### src/verilog/board_pkg.sv
// Board constants assume a 50 MHz clock, six static HEX digits and a left-only INMP441
package board_pkg;

    localparam int clk_mhz          = 50;
    localparam int w_key            = 4;
    localparam int w_sw             = 10;
    localparam int w_led            = 10;
    localparam int w_digit          = 6;
    localparam int w_top_sw         = w_sw - 1;         // sw[9] is the reset
    localparam int w_meter          = w_led - w_digit;  // Upper LEDs carry the dots

    // I2S timing
    localparam int sck_khz          = 3125;
    localparam int sck_half_period  = clk_mhz * 1000 / (2 * sck_khz);
    localparam int bits_per_channel = 32;
    localparam int w_sample         = 24;

    localparam int scan_period      = 16;               // Clocks per digit
    localparam int meter_top_exp    = 22;               // Threshold exponent of LED 0
    localparam int meter_step       = 2;

    typedef logic signed [w_sample-1:0] mic_sample_t;
    typedef logic        [6:0]          seg7_t;         // Active low, a in bit 0
    typedef logic        [7:0]          abcdefgh_t;     // Active high, a in MSB, dp in LSB
    typedef logic        [w_digit-1:0]  digit_sel_t;    // One-hot

    typedef enum logic [1:0]
    {
        rx_wait_ws,
        rx_delay,
        rx_shift,
        rx_frame
    } rx_state_t;

    // Active-high abcdefg pattern, a in bit 6
    function automatic logic [6:0] hex_font(input logic [3:0] nibble);
        case (nibble)
            4'h0: return 7'b1111110;
            4'h1: return 7'b0110000;
            4'h2: return 7'b1101101;
            4'h3: return 7'b1111001;
            4'h4: return 7'b0110011;
            4'h5: return 7'b1011011;
            4'h6: return 7'b1011111;
            4'h7: return 7'b1110000;
            4'h8: return 7'b1111111;
            4'h9: return 7'b1111011;
            4'ha: return 7'b1110111;
            4'hb: return 7'b0011111;
            4'hc: return 7'b1001110;
            4'hd: return 7'b0111101;
            4'he: return 7'b1001111;
            default: return 7'b1000111;
        endcase
    endfunction

endpackage

### src/verilog/inmp441_mic_i2s_receiver.sv
// Left channel only, sck fixed at clk / 16, sample valid on the value_strobe cycle
`timescale 1ns/1ps

module inmp441_mic_i2s_receiver
    import board_pkg::*;
(
    input  logic        clk,
    input  logic        rst,
    input  logic        sd,
    output logic        sck,
    output logic        ws,
    output logic        lr,
    output mic_sample_t value,
    output logic        value_strobe
);

    logic [$clog2(sck_half_period)-1:0]      half_cnt;
    logic [$clog2(2 * bits_per_channel)-1:0] bit_cnt;   // Bit position in the frame
    logic [$clog2(w_sample)-1:0]             bit_idx;
    logic [w_sample-1:0]                     shift;
    logic [w_sample-1:0]                     shift_next;
    logic                                    sck_edge;
    logic                                    sck_rise;
    logic                                    sck_fall;
    rx_state_t                               state;

    //------------------------------------------------------------------------
    // Bit clock and word select

    assign sck_edge = (half_cnt == sck_half_period - 1);
    assign sck_rise = sck_edge & ~sck;
    assign sck_fall = sck_edge &  sck;

    always_ff @(posedge clk or posedge rst)
    begin
        if (rst)
        begin
            half_cnt <= '0;
            sck      <= 1'b0;
            bit_cnt  <= '0;
        end
        else
        begin
            half_cnt <= sck_edge ? '0 : half_cnt + 1'b1;

            if (sck_edge)
                sck <= ~sck;

            if (sck_fall)
                bit_cnt <= bit_cnt + 1'b1;  // ws follows the MSB
        end
    end

    assign ws = bit_cnt[$high(bit_cnt)];   // Low for the left half frame
    assign lr = 1'b0;                       // Microphone answers in the left slot

    //------------------------------------------------------------------------
    // Capture FSM

    always_ff @(posedge clk or posedge rst)
    begin
        if (rst)
        begin
            state        <= rx_wait_ws;
            bit_idx      <= '0;
            value_strobe <= 1'b0;
        end
        else
        begin
            value_strobe <= 1'b0;

            case (state)
                rx_wait_ws:
                    if (bit_cnt == '0)      // First clock of the left half
                        state <= rx_delay;
                rx_delay:
                    if (sck_rise)           // One-bit I2S delay, nothing to keep
                    begin
                        state   <= rx_shift;
                        bit_idx <= '0;
                    end
                rx_shift:
                    if (sck_rise)
                    begin
                        if (bit_idx == w_sample - 1)
                        begin
                            state        <= rx_frame;
                            value_strobe <= 1'b1;
                        end
                        else
                            bit_idx <= bit_idx + 1'b1;
                    end
                rx_frame:
                    if (ws)
                        state <= rx_wait_ws;
                default:
                    state <= rx_wait_ws;
            endcase
        end
    end

    assign shift_next = {shift[w_sample-2:0], sd};  // MSB first

    always_ff @(posedge clk)
    begin
        if (state == rx_shift && sck_rise)
            shift <= shift_next;

        if (state == rx_shift && sck_rise && bit_idx == w_sample - 1)
            value <= shift_next;
    end

endmodule

### src/verilog/seven_segment_scanner.sv
// Digit i shows nibble i of number for scan_period clocks, dp only on digit 5
`timescale 1ns/1ps

module seven_segment_scanner
    import board_pkg::*;
(
    input  logic        clk,
    input  logic        rst,
    input  mic_sample_t number,
    input  logic        dot,
    output abcdefgh_t   abcdefgh,
    output digit_sel_t  digit
);

    logic [$clog2(scan_period)-1:0] dwell;
    logic [3:0]                     nibble;
    logic                           advance;

    //------------------------------------------------------------------------
    // Digit rotation

    assign advance = (dwell == scan_period - 1);

    always_ff @(posedge clk or posedge rst)
    begin
        if (rst)
        begin
            dwell <= '0;
            digit <= digit_sel_t'(1);       // Start on digit 0
        end
        else
        begin
            dwell <= advance ? '0 : dwell + 1'b1;

            if (advance)
                digit <= {digit[w_digit-2:0], digit[w_digit-1]};
        end
    end

    //------------------------------------------------------------------------
    // Segment pattern of the selected digit

    always_comb
    begin
        nibble = 4'h0;

        for (int i = 0; i < w_digit; i++)
        begin
            if (digit[i])
                nibble = number[i * 4 +: 4];
        end
    end

    assign abcdefgh[7:1] = hex_font(nibble);
    assign abcdefgh[0]   = dot & digit[w_digit-1];   // Sign point on the leftmost digit

endmodule

### src/verilog/top.sv
// Only key[0] (hold) and sw[0] (meter mute) have a function, the other inputs are spare
`timescale 1ns/1ps

module top
    import board_pkg::*;
(
    input  logic                clk,
    input  logic                rst,
    input  logic [w_key-1:0]    key,
    input  logic [w_top_sw-1:0] sw,
    input  mic_sample_t         mic,
    input  logic                mic_strobe,
    output logic [w_meter-1:0]  led,
    output abcdefgh_t           abcdefgh,
    output digit_sel_t          digit
);

    mic_sample_t         hold;
    logic [w_sample-1:0] magnitude;
    logic [w_meter-1:0]  meter;
    logic                dot;

    // Display value, frozen while key 0 is pressed
    always_ff @(posedge clk or posedge rst)
    begin
        if (rst)
            hold <= '0;
        else if (mic_strobe && !key[0])
            hold <= mic;
    end

    assign dot       = hold[w_sample-1];            // Negative sample
    assign magnitude = dot ? -hold : hold;          // Full scale negative still fits

    //------------------------------------------------------------------------
    // Level meter, LED k at 2 ** (22 - 2k)

    always_comb
    begin
        for (int k = 0; k < w_meter; k++)
            meter[k] = (magnitude >= (1 << (meter_top_exp - meter_step * k)));
    end

    assign led = sw[0] ? '0 : meter;                // Mute

    //------------------------------------------------------------------------

    seven_segment_scanner scanner_inst
    (
        .clk      ( clk      ),
        .rst      ( rst      ),
        .number   ( hold     ),
        .dot      ( dot      ),
        .abcdefgh ( abcdefgh ),
        .digit    ( digit    )
    );

endmodule

### src/verilog/static_digit_latches.sv
// Needs a one-hot digit select, a digit stays blank until it is first scanned
`timescale 1ns/1ps

module static_digit_latches
    import board_pkg::*;
(
    input  logic       clk,
    input  logic       rst,
    input  abcdefgh_t  abcdefgh,
    input  digit_sel_t digit,
    output seg7_t      hex [w_digit],
    output logic [w_digit-1:0] dp
);

    logic [7:0] hgfedcba;

    //------------------------------------------------------------------------
    // Reverse the bus so that segment a lands in bit 0

    always_comb
    begin
        for (int i = 0; i < 8; i++)
            hgfedcba[i] = abcdefgh[7 - i];
    end

    //------------------------------------------------------------------------
    // One latch per digit, loaded while that digit is selected

    always_ff @(posedge clk or posedge rst)
    begin
        if (rst)
        begin
            for (int d = 0; d < w_digit; d++)
                hex[d] <= '1;               // Blank
            dp <= '0;
        end
        else
        begin
            for (int d = 0; d < w_digit; d++)
            begin
                if (digit[d])
                begin
                    hex[d] <= ~hgfedcba[6:0];   // Board segments are active low
                    dp[d]  <=  hgfedcba[7];
                end
            end
        end
    end

endmodule

### src/verilog/board_specific_top.sv
// sw[9] is the reset, keys are active low, HEX dots are shown on ledr[9:4]
`timescale 1ns/1ps

module board_specific_top
    import board_pkg::*;
(
    input  logic             clk,
    input  logic [w_key-1:0] key,
    input  logic [w_sw-1:0]  sw,
    output logic [w_led-1:0] ledr,
    output seg7_t            hex0,
    output seg7_t            hex1,
    output seg7_t            hex2,
    output seg7_t            hex3,
    output seg7_t            hex4,
    output seg7_t            hex5,
    output logic             mic_sck,
    output logic             mic_ws,
    output logic             mic_lr,
    input  logic             mic_sd
);

    logic                rst;
    logic [w_top_sw-1:0] top_sw;
    logic [w_key-1:0]    top_key;
    logic [w_meter-1:0]  top_led;
    mic_sample_t         mic;
    logic                mic_strobe;
    abcdefgh_t           abcdefgh;
    digit_sel_t          digit;
    seg7_t               hex [w_digit];
    logic [w_digit-1:0]  dp;

    assign rst     = sw[w_sw-1];
    assign top_sw  = sw[w_top_sw-1:0];
    assign top_key = ~key;                          // Pressed key reads as 1

    //------------------------------------------------------------------------

    inmp441_mic_i2s_receiver mic_inst
    (
        .clk          ( clk        ),
        .rst          ( rst        ),
        .sd           ( mic_sd     ),
        .sck          ( mic_sck    ),
        .ws           ( mic_ws     ),
        .lr           ( mic_lr     ),
        .value        ( mic        ),
        .value_strobe ( mic_strobe )
    );

    top top_inst
    (
        .clk        ( clk        ),
        .rst        ( rst        ),
        .key        ( top_key    ),
        .sw         ( top_sw     ),
        .mic        ( mic        ),
        .mic_strobe ( mic_strobe ),
        .led        ( top_led    ),
        .abcdefgh   ( abcdefgh   ),
        .digit      ( digit      )
    );

    static_digit_latches latches_inst
    (
        .clk      ( clk      ),
        .rst      ( rst      ),
        .abcdefgh ( abcdefgh ),
        .digit    ( digit    ),
        .hex      ( hex      ),
        .dp       ( dp       )
    );

    //------------------------------------------------------------------------
    // Board outputs

    assign ledr = {dp, top_led};                    // Dots above the meter

    assign hex0 = hex[0];
    assign hex1 = hex[1];
    assign hex2 = hex[2];
    assign hex3 = hex[3];
    assign hex4 = hex[4];
    assign hex5 = hex[5];

endmodule

### config.mk
export PLATFORM = sky130hd
export DESIGN_NAME = board_specific_top
export DESIGN_NICKNAME = d
export VERILOG_FILES = /design/src/verilog/board_pkg.sv /design/src/verilog/inmp441_mic_i2s_receiver.sv /design/src/verilog/seven_segment_scanner.sv /design/src/verilog/top.sv /design/src/verilog/static_digit_latches.sv /design/src/verilog/board_specific_top.sv
export SDC_FILE = /design/constraint.sdc
export NUM_CORES = 1
export LEC_CHECK = 0
export BUFFER_PORTS_ARGS = -buffer_cell sky130_fd_sc_hd__clkbuf_2
export CAP_MARGIN = 40
export CORE_ASPECT_RATIO = 1.75
export CORE_MARGIN = 2
export CORE_UTILIZATION = 30
export CTS_CLUSTER_DIAMETER = 60
export CTS_CLUSTER_SIZE = 24
export DETAILED_ROUTE_END_ITERATION = 12
export PLACE_DENSITY_LB_ADDON = 0.15
export SLEW_MARGIN = 20
export SYNTH_ARGS = -nofsm -noshare
export SYNTH_HDL_FRONTEND = slang
export SYNTH_SLANG_ARGS = --single-unit
### constraint.sdc
create_clock -name clk -period 5.95 [get_ports clk]
set_clock_uncertainty 0.05 [all_clocks]
set_input_delay 0.595 -clock clk [delete_from_list [all_inputs] [get_ports clk]]
set_output_delay 0.595 -clock clk [all_outputs]
set_load 0.03 [all_outputs]
==> impl_metrics.env, run 1 <==
export IMPL_run_status="completed"
export IMPL_global_route_overflow_total=0
export IMPL_critPathCaptureType="primary output"
export IMPL_met2RoutedLength_um=7370
export IMPL_grt_antenna_before_repair=0
export IMPL_die_height_um=195
export IMPL_cts_hold_buffers_added=0
export IMPL_worstMarginPinSlew_ns=0.880
export IMPL_finalWorstPathRequiredPeriod_ns=3.60
export IMPL_netlist_area_leader_share_pct=22.7
export IMPL_synthesis_area_per_instance_um2=12.7
export IMPL_routedWlPerCell_um=15.9
export IMPL_numClockSinks=147
export IMPL_cts_tree="done"
export IMPL_layout_area_overhead_vs_synth_pct=19.7
export IMPL_total_power_of_the_final_layout_mw=2.12
export IMPL_antenna_cells_inserted=0
export IMPL_ctsHtreeMaxLevel=4
export IMPL_hpwlAfterDp_um=9460
export IMPL_cts_made_buffers=17
export IMPL_syn_inst=493
export IMPL_placement_io_buffers=58
export IMPL_count_of_max_cap_constraint_violations=0
export IMPL_synth_distinct_cells=60
export IMPL_floorplan_initialDensity_pct=30.3
export IMPL_synthDominantAreaCellType="sky130_fd_sc_hd__dfrtp_1"
export IMPL_utilization_pct=36.3
export IMPL_fin_setup_tns_ns=0
export IMPL_report_final_slew_viol_count=0
export IMPL_num_io_pins=71
export IMPL_drt_pre_antenna_iters=4
export IMPL_syn_nets=527
export IMPL_drt_first_iter_violations=191
export IMPL_vdd_ir_drop_max_uv=168
export IMPL_global_route_usage_over_all_layers_pct=12.5
export IMPL_leakage_nw=3.28
export IMPL_wire_length_of_the_first_global_routing_pass_um=21400
export IMPL_critical_path_class="flip-flop to primary output"
export IMPL_post_route_cells_drive_above_1_share_pct=34.2
export IMPL_viasPerCell=4.80
export IMPL_drt_met1_wl_um=4920
export IMPL_detail_route_wirelength_um=13000
export IMPL_ys_dominant_reg_cell="sky130_fd_sc_hd__dfrtp_1"
export IMPL_timing_hold_worst_class="input pin to asynchronous set/reset pin"
export IMPL_drt_drc_violations_left=0
export IMPL_setup_viol=0
export IMPL_nNetsFinal=589
export IMPL_worst_setup_path_start_kind="flip-flop"
export IMPL_finalHoldViolCount=0
export IMPL_rows=70
export IMPL_max_freq_mhz=278
export IMPL_die_x_um=113
export IMPL_max_slew_margin_pct=39.8
export IMPL_final_min_period_over_clock_period_pct=60.5
export IMPL_met3WireLength_um=440
export IMPL_cts_path_max_buffers=2
export IMPL_final_antenna_net_count=0
export IMPL_gpl_final_weighted_congestion=0.743
export IMPL_ys_ff_latch=147
export IMPL_clock_latency_reported_for_the_late_side_of_the_worst_skew_pair_ns=0.42
export IMPL_syn_area_um2=6270
export IMPL_first_global_vias=4062
export IMPL_unrepaired_setup_endpoints_after_global_routing="no"
export IMPL_worstPathRequired_ns=5.31
export IMPL_die_area_um2=22100
export IMPL_seq_area_frac_synth_pct=63.3
export IMPL_dr_max_layer_used="met4"
export IMPL_maximum_number_of_pins_on_one_net_before_global_route_repair=49
export IMPL_clock_tree_root_cell="sky130_fd_sc_hd__clkbuf_16"
export IMPL_critPathArrivalTime_ns=2.95
export IMPL_synth_async_reset_ratio_pct=68.0
export IMPL_post_cts_buffers=0
export IMPL_power_per_cell_area_nw_per_um2=283
export IMPL_yosys_top_cells_area="sky130_fd_sc_hd__dfrtp_1, sky130_fd_sc_hd__edfxtp_1, sky130_fd_sc_hd__dfstp_2, sky130_fd_sc_hd__mux2_2, sky130_fd_sc_hd__a21oi_1"
export IMPL_cp_max_fo=6
export IMPL_number_of_enable_flip_flop_cells_after_synthesis=47
export IMPL_mostFrequentLayoutCell="sky130_fd_sc_hd__clkbuf_2"
export IMPL_detailroute_via_count=3934
export IMPL_synth_yosys_warnings=0
export IMPL_clkSlewWorstSetupHoldPaths_ns=0.06
export IMPL_mostFrequentLayoutCells="sky130_fd_sc_hd__clkbuf_2, sky130_fd_sc_hd__dfrtp_1, sky130_fd_sc_hd__edfxtp_1, sky130_fd_sc_hd__a21oi_1"
export IMPL_cts_repair_resize_count=0
export IMPL_coreArea_um2=20700
==> report_power, final <==
| part | internal [mW] | switching (mW) | leakage, nW |
|---|---|---|---|
| Combinational | 0.00325 | 0.0155 | 1.37 |
| Sequential | 1.04 | 0 | 1.63 |
| Clock | 0.634 | 0.428 | 0.279 |
| Total | 1.68 | 0.444 | 3.28 |
==> kinds of logic after synthesis <==
kind of cell,count (synthesis),share of synthesized area (%)
buffers and inverters,42,2.63
AND/OR/NAND/NOR,140,11.7
other,1,0.0598
flip-flops,147,63.3
multiplexers,45,8.04
adder cells (fa/ha/maj),18,3.59
AO/OA/AOI/OAI,93,9.76
XOR/XNOR,7,0.978
==> worst max-delay path, cell delays in order, from the launching register on <==
cell and delay [ns]:
sky130_fd_sc_hd__dfrtp_1 0.43, sky130_fd_sc_hd__inv_1 0.08, sky130_fd_sc_hd__ha_1 0.17, sky130_fd_sc_hd__or4b_1 0.61, sky130_fd_sc_hd__nor3_4 0.25, sky130_fd_sc_hd__or4b_1 0.47, sky130_fd_sc_hd__a31oi_2 0.24, sky130_fd_sc_hd__nand3_1 0.11
sky130_fd_sc_hd__clkbuf_2 0.19
==> flip-flops by register name, summed over array words and instances, names as in the netlist, 3 cells and up <==
signal                       count
latches_inst.hex                42
mic_inst.value                  24
top_inst.hold                   24
mic_inst.shift                  23
latches_inst.dp                  6
mic_inst.bit_cnt                 6
top_inst.scanner_inst.digit      6
mic_inst.bit_idx                 5
top_inst.scanner_inst.dwell      4
mic_inst.half_cnt                3
==> metal layers <==
layer | up-vias | global-route usage, %
met3 | 21 | 3.45
met5 | - | 0
met2 | 81 | 23.4
li1 | 1910 | -
met4 | 0 | 5.96
met1 | 1922 | 12.5
==> Yosys cell counts, types with 4 or more instances <==
master and count:
sky130_fd_sc_hd__nor3_1 8, sky130_fd_sc_hd__nor2b_1 11, sky130_fd_sc_hd__a221oi_1 7, sky130_fd_sc_hd__a22o_1 6, sky130_fd_sc_hd__nand3_1 13, sky130_fd_sc_hd__xnor2_1 5
sky130_fd_sc_hd__nand3b_1 6, sky130_fd_sc_hd__o21ai_0 7, sky130_fd_sc_hd__clkbuf_1 19, sky130_fd_sc_hd__mux2_2 43, sky130_fd_sc_hd__edfxtp_1 47, sky130_fd_sc_hd__nand2_1 22
sky130_fd_sc_hd__a21o_1 4, sky130_fd_sc_hd__nor2_1 42, sky130_fd_sc_hd__nand2b_1 9, sky130_fd_sc_hd__dfstp_2 43, sky130_fd_sc_hd__a21oi_1 45, sky130_fd_sc_hd__inv_1 16
sky130_fd_sc_hd__dfrtp_1 57, sky130_fd_sc_hd__ha_1 18, sky130_fd_sc_hd__and2_1 4, sky130_fd_sc_hd__nor4_1 8
==> per-stage QoR <==
stage | std cells | worst slack, ns | cell area [um^2] | hold WS [ns]
3_3_place_gp | 782 | 2.61 | 6810 | 0.351
3_5_place_dp | 787 | 2.57 | 6900 | 0.370
5_1_grt | 820 | 2.14 | 7500 | 0.0412
6_report | 820 | 2.35 | 7500 | 0.0370
4_1_cts | 819 | 2.30 | 7490 | 0.0307
2_1_floorplan | 493 | 2.65 | 6270 | 0.350
==> path summary, 6_finish.rpt <==
path                                           startpoint                    to  slack, ns  depth (start not counted)
setup / recovery                         top_inst.hold[0]               ledr[3]       2.35                          8
hold / removal                                      sw[9]   mic_inst.bit_idx[1]       0.04                          2
setup reg to reg           top_inst.scanner_inst.digit[0]   latches_inst.hex[3]       2.55                          7
hold reg to reg                      mic_inst.half_cnt[0]  mic_inst.half_cnt[0]       0.38                          1
max in group asynchronous                           sw[9]  latches_inst.hex[20]       4.66                          4
min in group clk                                   mic_sd     mic_inst.shift[0]       0.32                          1
==> layout make-up <==
cell class	count	area [um^2]
fillers	2034	13200
flip-flops and latches	147	3970
multi-input cells	304	2140
clock buffers	19	443
repair buffers	68	428
well taps	252	315
clock inverters	13	145
inverters	17	66.3
(Power assumes the default switching activity.)
==> run 2, diff against run 1 <==
clock period = 3.8 ns   (was 5.95 ns; I/O delays follow)
==> run 2 against run 1 <==
  * Cell count rose by 0.24%
  * Critical path depth is the same
  * Global-route usage is 0.16 points higher
  * Sequential share of layout area is 0.088 points higher
  * Critical path type unchanged
==> impl_metrics.env, run 2 (synthesized netlist as in run 1, its figures left out) <==
export IMPL_critPathArrivalTime_ns=2.96
export IMPL_routedWlPerCell_um=16.2
export IMPL_gpl_final_weighted_congestion=0.763
export IMPL_cp_startpoint="top_inst.hold[0]"
export IMPL_count_of_max_cap_constraint_violations=0
export IMPL_drt_pre_antenna_iters=4
export IMPL_reg2reg_to="latches_inst.hex[3]"
export IMPL_cts_made_buffers=17
export IMPL_coreArea_um2=20700
export IMPL_timing_hold_worst_class="input pin to flip-flop"
export IMPL_number_of_cells_in_the_design_after_placement=789
export IMPL_report_final_slew_viol_count=0
export IMPL_finalWorstPathRequiredPeriod_ns=3.39
export IMPL_drt_first_iter_violations=193
export IMPL_cts_tree="done"
export IMPL_detailroute_via_count=3958
export IMPL_detailedPlace_worstSlack_ns=0.631
export IMPL_max_slew_margin_pct=28.9
export IMPL_die_height_um=195
export IMPL_drt_drc_violations_left=0
export IMPL_worst_r2r_path_depth=6
export IMPL_maximum_number_of_pins_on_one_net_before_global_route_repair=42
export IMPL_global_route_usage_over_all_layers_pct=12.7
export IMPL_setup_viol=0
export IMPL_run_status="completed"
export IMPL_finalHoldViolCount=0
export IMPL_fillers=2018
export IMPL_clkSlewWorstSetupHoldPaths_ns=0.06
export IMPL_largest_reg_flops=42
export IMPL_reg2reg_setup_slack_ns=0.62
export IMPL_leakage_nw=3.29
export IMPL_fin_setup_tns_ns=0
export IMPL_post_route_cells_drive_above_1_share_pct=34.2
export IMPL_mostFrequentLayoutCells="sky130_fd_sc_hd__clkbuf_2, sky130_fd_sc_hd__dfrtp_1, sky130_fd_sc_hd__edfxtp_1, sky130_fd_sc_hd__a21oi_1"
export IMPL_post_route_cell_area_um2=7490
export IMPL_viasPerCell=4.82
export IMPL_final_antenna_net_count=0
export IMPL_layout_area_overhead_vs_synth_pct=19.5
export IMPL_post_layout_nonfiller_instances=822
export IMPL_antenna_cells_inserted=0
export IMPL_floorplan_initialDensity_pct=30.3
export IMPL_cts_path_max_buffers=2
export IMPL_ctsHtreeMaxLevel=4
export IMPL_die_x_um=113
export IMPL_cp_max_fo=6
export IMPL_detail_route_wirelength_um=13300
export IMPL_clock_latency_reported_for_the_late_side_of_the_worst_skew_pair_ns=0.42
export IMPL_clock_tree_root_cell="sky130_fd_sc_hd__clkbuf_16"
export IMPL_cts_hold_buffers_added=1
export IMPL_global_route_overflow_total=0
export IMPL_largestRegisters="latches_inst.hex: 42 flops, mic_inst.value: 24 flops, top_inst.hold: 24 flops"
export IMPL_worstSetupEndpoint="ledr[3]"
export IMPL_grt_antenna_before_repair=0
export IMPL_num_io_pins=71
export IMPL_nNetsFinal=591
export IMPL_first_global_vias=4120
export IMPL_worstMarginPinSlew_ns=1.04
export IMPL_total_power_of_the_final_layout_mw=3.38
export IMPL_vdd_ir_drop_max_uv=220
export IMPL_crit_reg2reg_launch="top_inst.scanner_inst.digit[4]"
export IMPL_rows=70
export IMPL_regMostFlops="latches_inst.hex"
export IMPL_hpwlAfterDp_um=9490
export IMPL_worstPathRequired_ns=3.37
export IMPL_worst_setup_path_start_kind="flip-flop"
export IMPL_utilization_pct=36.2
export IMPL_mostFrequentLayoutCell="sky130_fd_sc_hd__clkbuf_2"
export IMPL_hold_worst_slack_ns=0.104
export IMPL_cts_repair_resize_count=0
export IMPL_unrepaired_setup_endpoints_after_global_routing="no"
export IMPL_placement_io_buffers=58
export IMPL_setup_slack_after_layout_ns=0.414
export IMPL_numClockSinks=147
export IMPL_final_min_period_over_clock_period_pct=89.1
export IMPL_critical_path_class="flip-flop to primary output"
export IMPL_critPathCaptureType="primary output"
export IMPL_die_area_um2=22100
export IMPL_power_per_cell_area_nw_per_um2=451
export IMPL_placed_cell_area_um2=6880
export IMPL_post_cts_buffers=0
export IMPL_max_freq_mhz=295
export IMPL_wire_length_of_the_first_global_routing_pass_um=21700
==> run 2: layout make-up <==
class	instances	area (um^2)	area share, %
sequential	147	3970	53.0
inverter	17	66.3	0.885
timing repair buffer	70	398	5.31
clock inverter	15	180	2.41
clock buffer	17	425	5.68
tap	252	315	4.21
multi-input combinational	304	2140	28.5
==> run 2: layer usage <==
layer	track usage (%)	up-vias	wire, um
met1	12.6	1948	5130
met4	6.55	0	451
li1	-	1906	-
met5	0	-	0
met2	23.5	79	7280
met3	3.45	25	470
==> run 2: worst max-delay path, cell delays in order, from the launching register on <==
cell	delay, ns
sky130_fd_sc_hd__dfrtp_1	0.43
sky130_fd_sc_hd__inv_1	0.07
sky130_fd_sc_hd__ha_1	0.17
sky130_fd_sc_hd__or4b_1	0.61
sky130_fd_sc_hd__nor3_4	0.24
sky130_fd_sc_hd__or4b_1	0.48
sky130_fd_sc_hd__a31oi_2	0.25
sky130_fd_sc_hd__nand3_1	0.10
sky130_fd_sc_hd__clkbuf_2	0.19
==> run 2: where the power goes <==
part,switching (mW),internal [mW]
combinational,0.0245,0.00435
sequential,0,1.63
clock,0.684,1.04
total,0.709,2.67
==> run 2: worst min-delay path by stage <==
stage	startpoint	endpoint	slack, ns	cells after the start
after floorplan	mic_inst.shift[22]	mic_inst.value[23]	0.35	0
after detailed placement	mic_inst.half_cnt[0]	mic_inst.half_cnt[0]	0.37	1
after global placement	mic_inst.shift[22]	mic_inst.value[23]	0.35	0
after CTS	mic_sd	mic_inst.shift[0]	0.08	1
final	mic_sd	mic_inst.value[0]	0.10	1
after global routing	mic_sd	mic_inst.shift[0]	0.09	1
==> run 3, diff against run 2 <==
CTS_BUF_LIST = sky130_fd_sc_hd__clkbuf_2   (was unset)
==> run 3 against run 2 <==
  * Clock power down 44%
  * Non-clock buffer count up 3
  * Largest power group is now registers
  * Cell area down 3.8%
==> impl_metrics.env, run 3 (synthesized netlist as in run 1, its figures left out) <==
export IMPL_placed_cell_area_um2=6880
export IMPL_mostFrequentLayoutCells="sky130_fd_sc_hd__clkbuf_2, sky130_fd_sc_hd__dfrtp_1, sky130_fd_sc_hd__edfxtp_1, sky130_fd_sc_hd__a21oi_1"
export IMPL_maximum_number_of_pins_on_one_net_before_global_route_repair=42
export IMPL_coreArea_um2=20700
export IMPL_cp_slowest_cell="sky130_fd_sc_hd__or4b_4"
export IMPL_critPathArrivalTime_ns=3.07
export IMPL_cts_path_max_buffers=2
export IMPL_cp_max_fo=6
export IMPL_clock_tree_root_cell="sky130_fd_sc_hd__clkbuf_2"
export IMPL_die_height_um=195
export IMPL_path_common_cell="sky130_fd_sc_hd__or4b_4"
export IMPL_drt_pre_antenna_iters=4
export IMPL_finalHoldViolCount=0
export IMPL_gpl_final_weighted_congestion=0.763
export IMPL_final_min_period_over_clock_period_pct=92.2
export IMPL_detailroute_via_count=3977
export IMPL_global_route_usage_met2_pct=23.3
export IMPL_num_io_pins=71
export IMPL_layout_area_overhead_vs_synth_pct=14.9
export IMPL_global_route_overflow_total=0
export IMPL_worst_r2r_path_depth=6
export IMPL_grt_antenna_before_repair=1
export IMPL_count_of_max_cap_constraint_violations=0
export IMPL_crit_reg2reg_launch="top_inst.scanner_inst.digit[4]"
export IMPL_detail_route_wirelength_um=13100
export IMPL_rows=70
export IMPL_worstPathRequired_ns=3.37
export IMPL_leakage_nw=3.17
export IMPL_ctsHtreeMaxLevel=4
export IMPL_routedWlPerCell_um=15.9
export IMPL_gr_util_met3_pct=3.38
export IMPL_power_per_cell_area_nw_per_um2=363
export IMPL_clock_latency_reported_for_the_late_side_of_the_worst_skew_pair_ns=0.71
export IMPL_fin_setup_tns_ns=0
export IMPL_clkSlewWorstSetupHoldPaths_ns=0.23
export IMPL_global_route_usage_over_all_layers_pct=12.6
export IMPL_mostFrequentLayoutCell="sky130_fd_sc_hd__clkbuf_2"
export IMPL_reg2reg_setup_slack_ns=0.60
export IMPL_post_route_cells_drive_above_1_share_pct=35.3
export IMPL_nNetsFinal=594
export IMPL_placement_io_buffers=58
export IMPL_detailedPlace_worstSlack_ns=0.631
export IMPL_timing_hold_worst_class="input pin to asynchronous set/reset pin"
export IMPL_final_antenna_net_count=0
export IMPL_critical_path_class="flip-flop to primary output"
export IMPL_wire_length_of_the_first_global_routing_pass_um=21500
export IMPL_met1_usage_pct=12.6
export IMPL_reg2reg_to="latches_inst.hex[10]"
export IMPL_regMostFlops="latches_inst.hex"
export IMPL_worstMarginPinSlew_ns=1.02
export IMPL_die_x_um=113
export IMPL_cts_tree="done"
export IMPL_largestRegisters="latches_inst.hex: 42 flops, mic_inst.value: 24 flops, top_inst.hold: 24 flops"
export IMPL_max_freq_mhz=286
export IMPL_drt_drc_violations_left=0
export IMPL_first_global_vias=4111
export IMPL_die_area_um2=22100
export IMPL_drt_first_iter_violations=212
export IMPL_cts_made_buffers=17
export IMPL_max_slew_margin_pct=30.5
export IMPL_viasPerCell=4.81
export IMPL_post_route_cell_area_um2=7210
export IMPL_crit_path_cell_trace="inv_1 -> ha_1 -> or4b_4 -> nor3_4 -> or4b_4 -> a31oi_4 -> nand3_1 -> buf_2"
export IMPL_critPathCaptureType="primary output"
export IMPL_setup_slack_after_layout_ns=0.298
export IMPL_run_status="completed"
export IMPL_floorplan_initialDensity_pct=30.3
export IMPL_setup_viol=0
export IMPL_worst_setup_path_start_kind="flip-flop"
export IMPL_cp_slowest_stage_delay_ns=0.53
export IMPL_vdd_ir_drop_max_uv=181
export IMPL_utilization_pct=34.9
export IMPL_numClockSinks=147
export IMPL_globalRoute_busiestLayer="met2"
export IMPL_report_final_slew_viol_count=0
export IMPL_finalWorstPathRequiredPeriod_ns=3.50
export IMPL_largest_reg_flops=42
export IMPL_hpwlAfterDp_um=9490
-- run 3: changes by cell type in the layout (fill, tap and decap cells not counted), sizes merged --
cell         previous run  this run
buf                    11        14
clkbuf                 75        74
diode                   0         1
dlygate4sd3             1         2
-- run 3: area by class of cell --
cell class	count	area, um^2
Fill cell	2052	13500
Antenna cell	1	2.50
Tap cell	252	315
Clock buffer	17	85.1
Clock inverter	15	180
Inverter	17	66.3
Timing Repair Buffer	73	423
Sequential cell	147	3970
Multi-Input combinational cell	304	2170
-- run 3: worst max-delay path, delay by kind of cell, from the launching register on --
family | cells | cell delay [ns]
AO/OA/AOI/OAI | 1 | 0.19
adder cells (fa/ha/maj) | 1 | 0.17
buffers and inverters | 2 | 0.24
flip-flops | 1 | 0.48
AND/OR/NAND/NOR | 4 | 1.28
-- run 3: stage by stage --
stage                     total power, mW  hold WS (ns)  instances
after floorplan                      1.68         0.350        493
after global placement               1.69         0.351        787
after detailed placement             1.69         0.374        789
after CTS                            2.68        0.0810        823
after global routing                 2.74         0.105        826
final                                2.62         0.173        826
-- run 3: repair_timing --
item,in CTS,in global routing
hold buffers,2,0
endpoints found under the hold margin,41,0
pin swaps,0,3
gates resized for setup,1,6
setup buffers,0,2
endpoints found under the setup margin,3,3
-- run 3: metal layers --
metal	vias to the layer above	routed length, um	part of all wire [%]
li1	1910	-	-
met1	1951	5010	38
met2	90	7150	54
met3	26	474	3.6
met4	0	499	3.8
met5	-	0	0
-- run 3: report_power, final --
group | total, mW | leakage (nW) | internal, mW | switching (mW)
registers | 1.63 | 1.63 | 1.63 | 0
logic | 0.0299 | 1.38 | 0.00501 | 0.0248
clock network | 0.959 | 0.154 | 0.373 | 0.586
-- run 3: worst max path at each step --
stage / from / endpoint
after global placement: top_inst.scanner_inst.digit[4] / latches_inst.hex[10]
after detailed placement: top_inst.scanner_inst.digit[4] / latches_inst.hex[10]
after CTS: top_inst.hold[0] / ledr[3]
final: top_inst.hold[0] / ledr[3]
after global routing: top_inst.hold[0] / ledr[3]
after floorplan: top_inst.hold[0] / ledr[3]
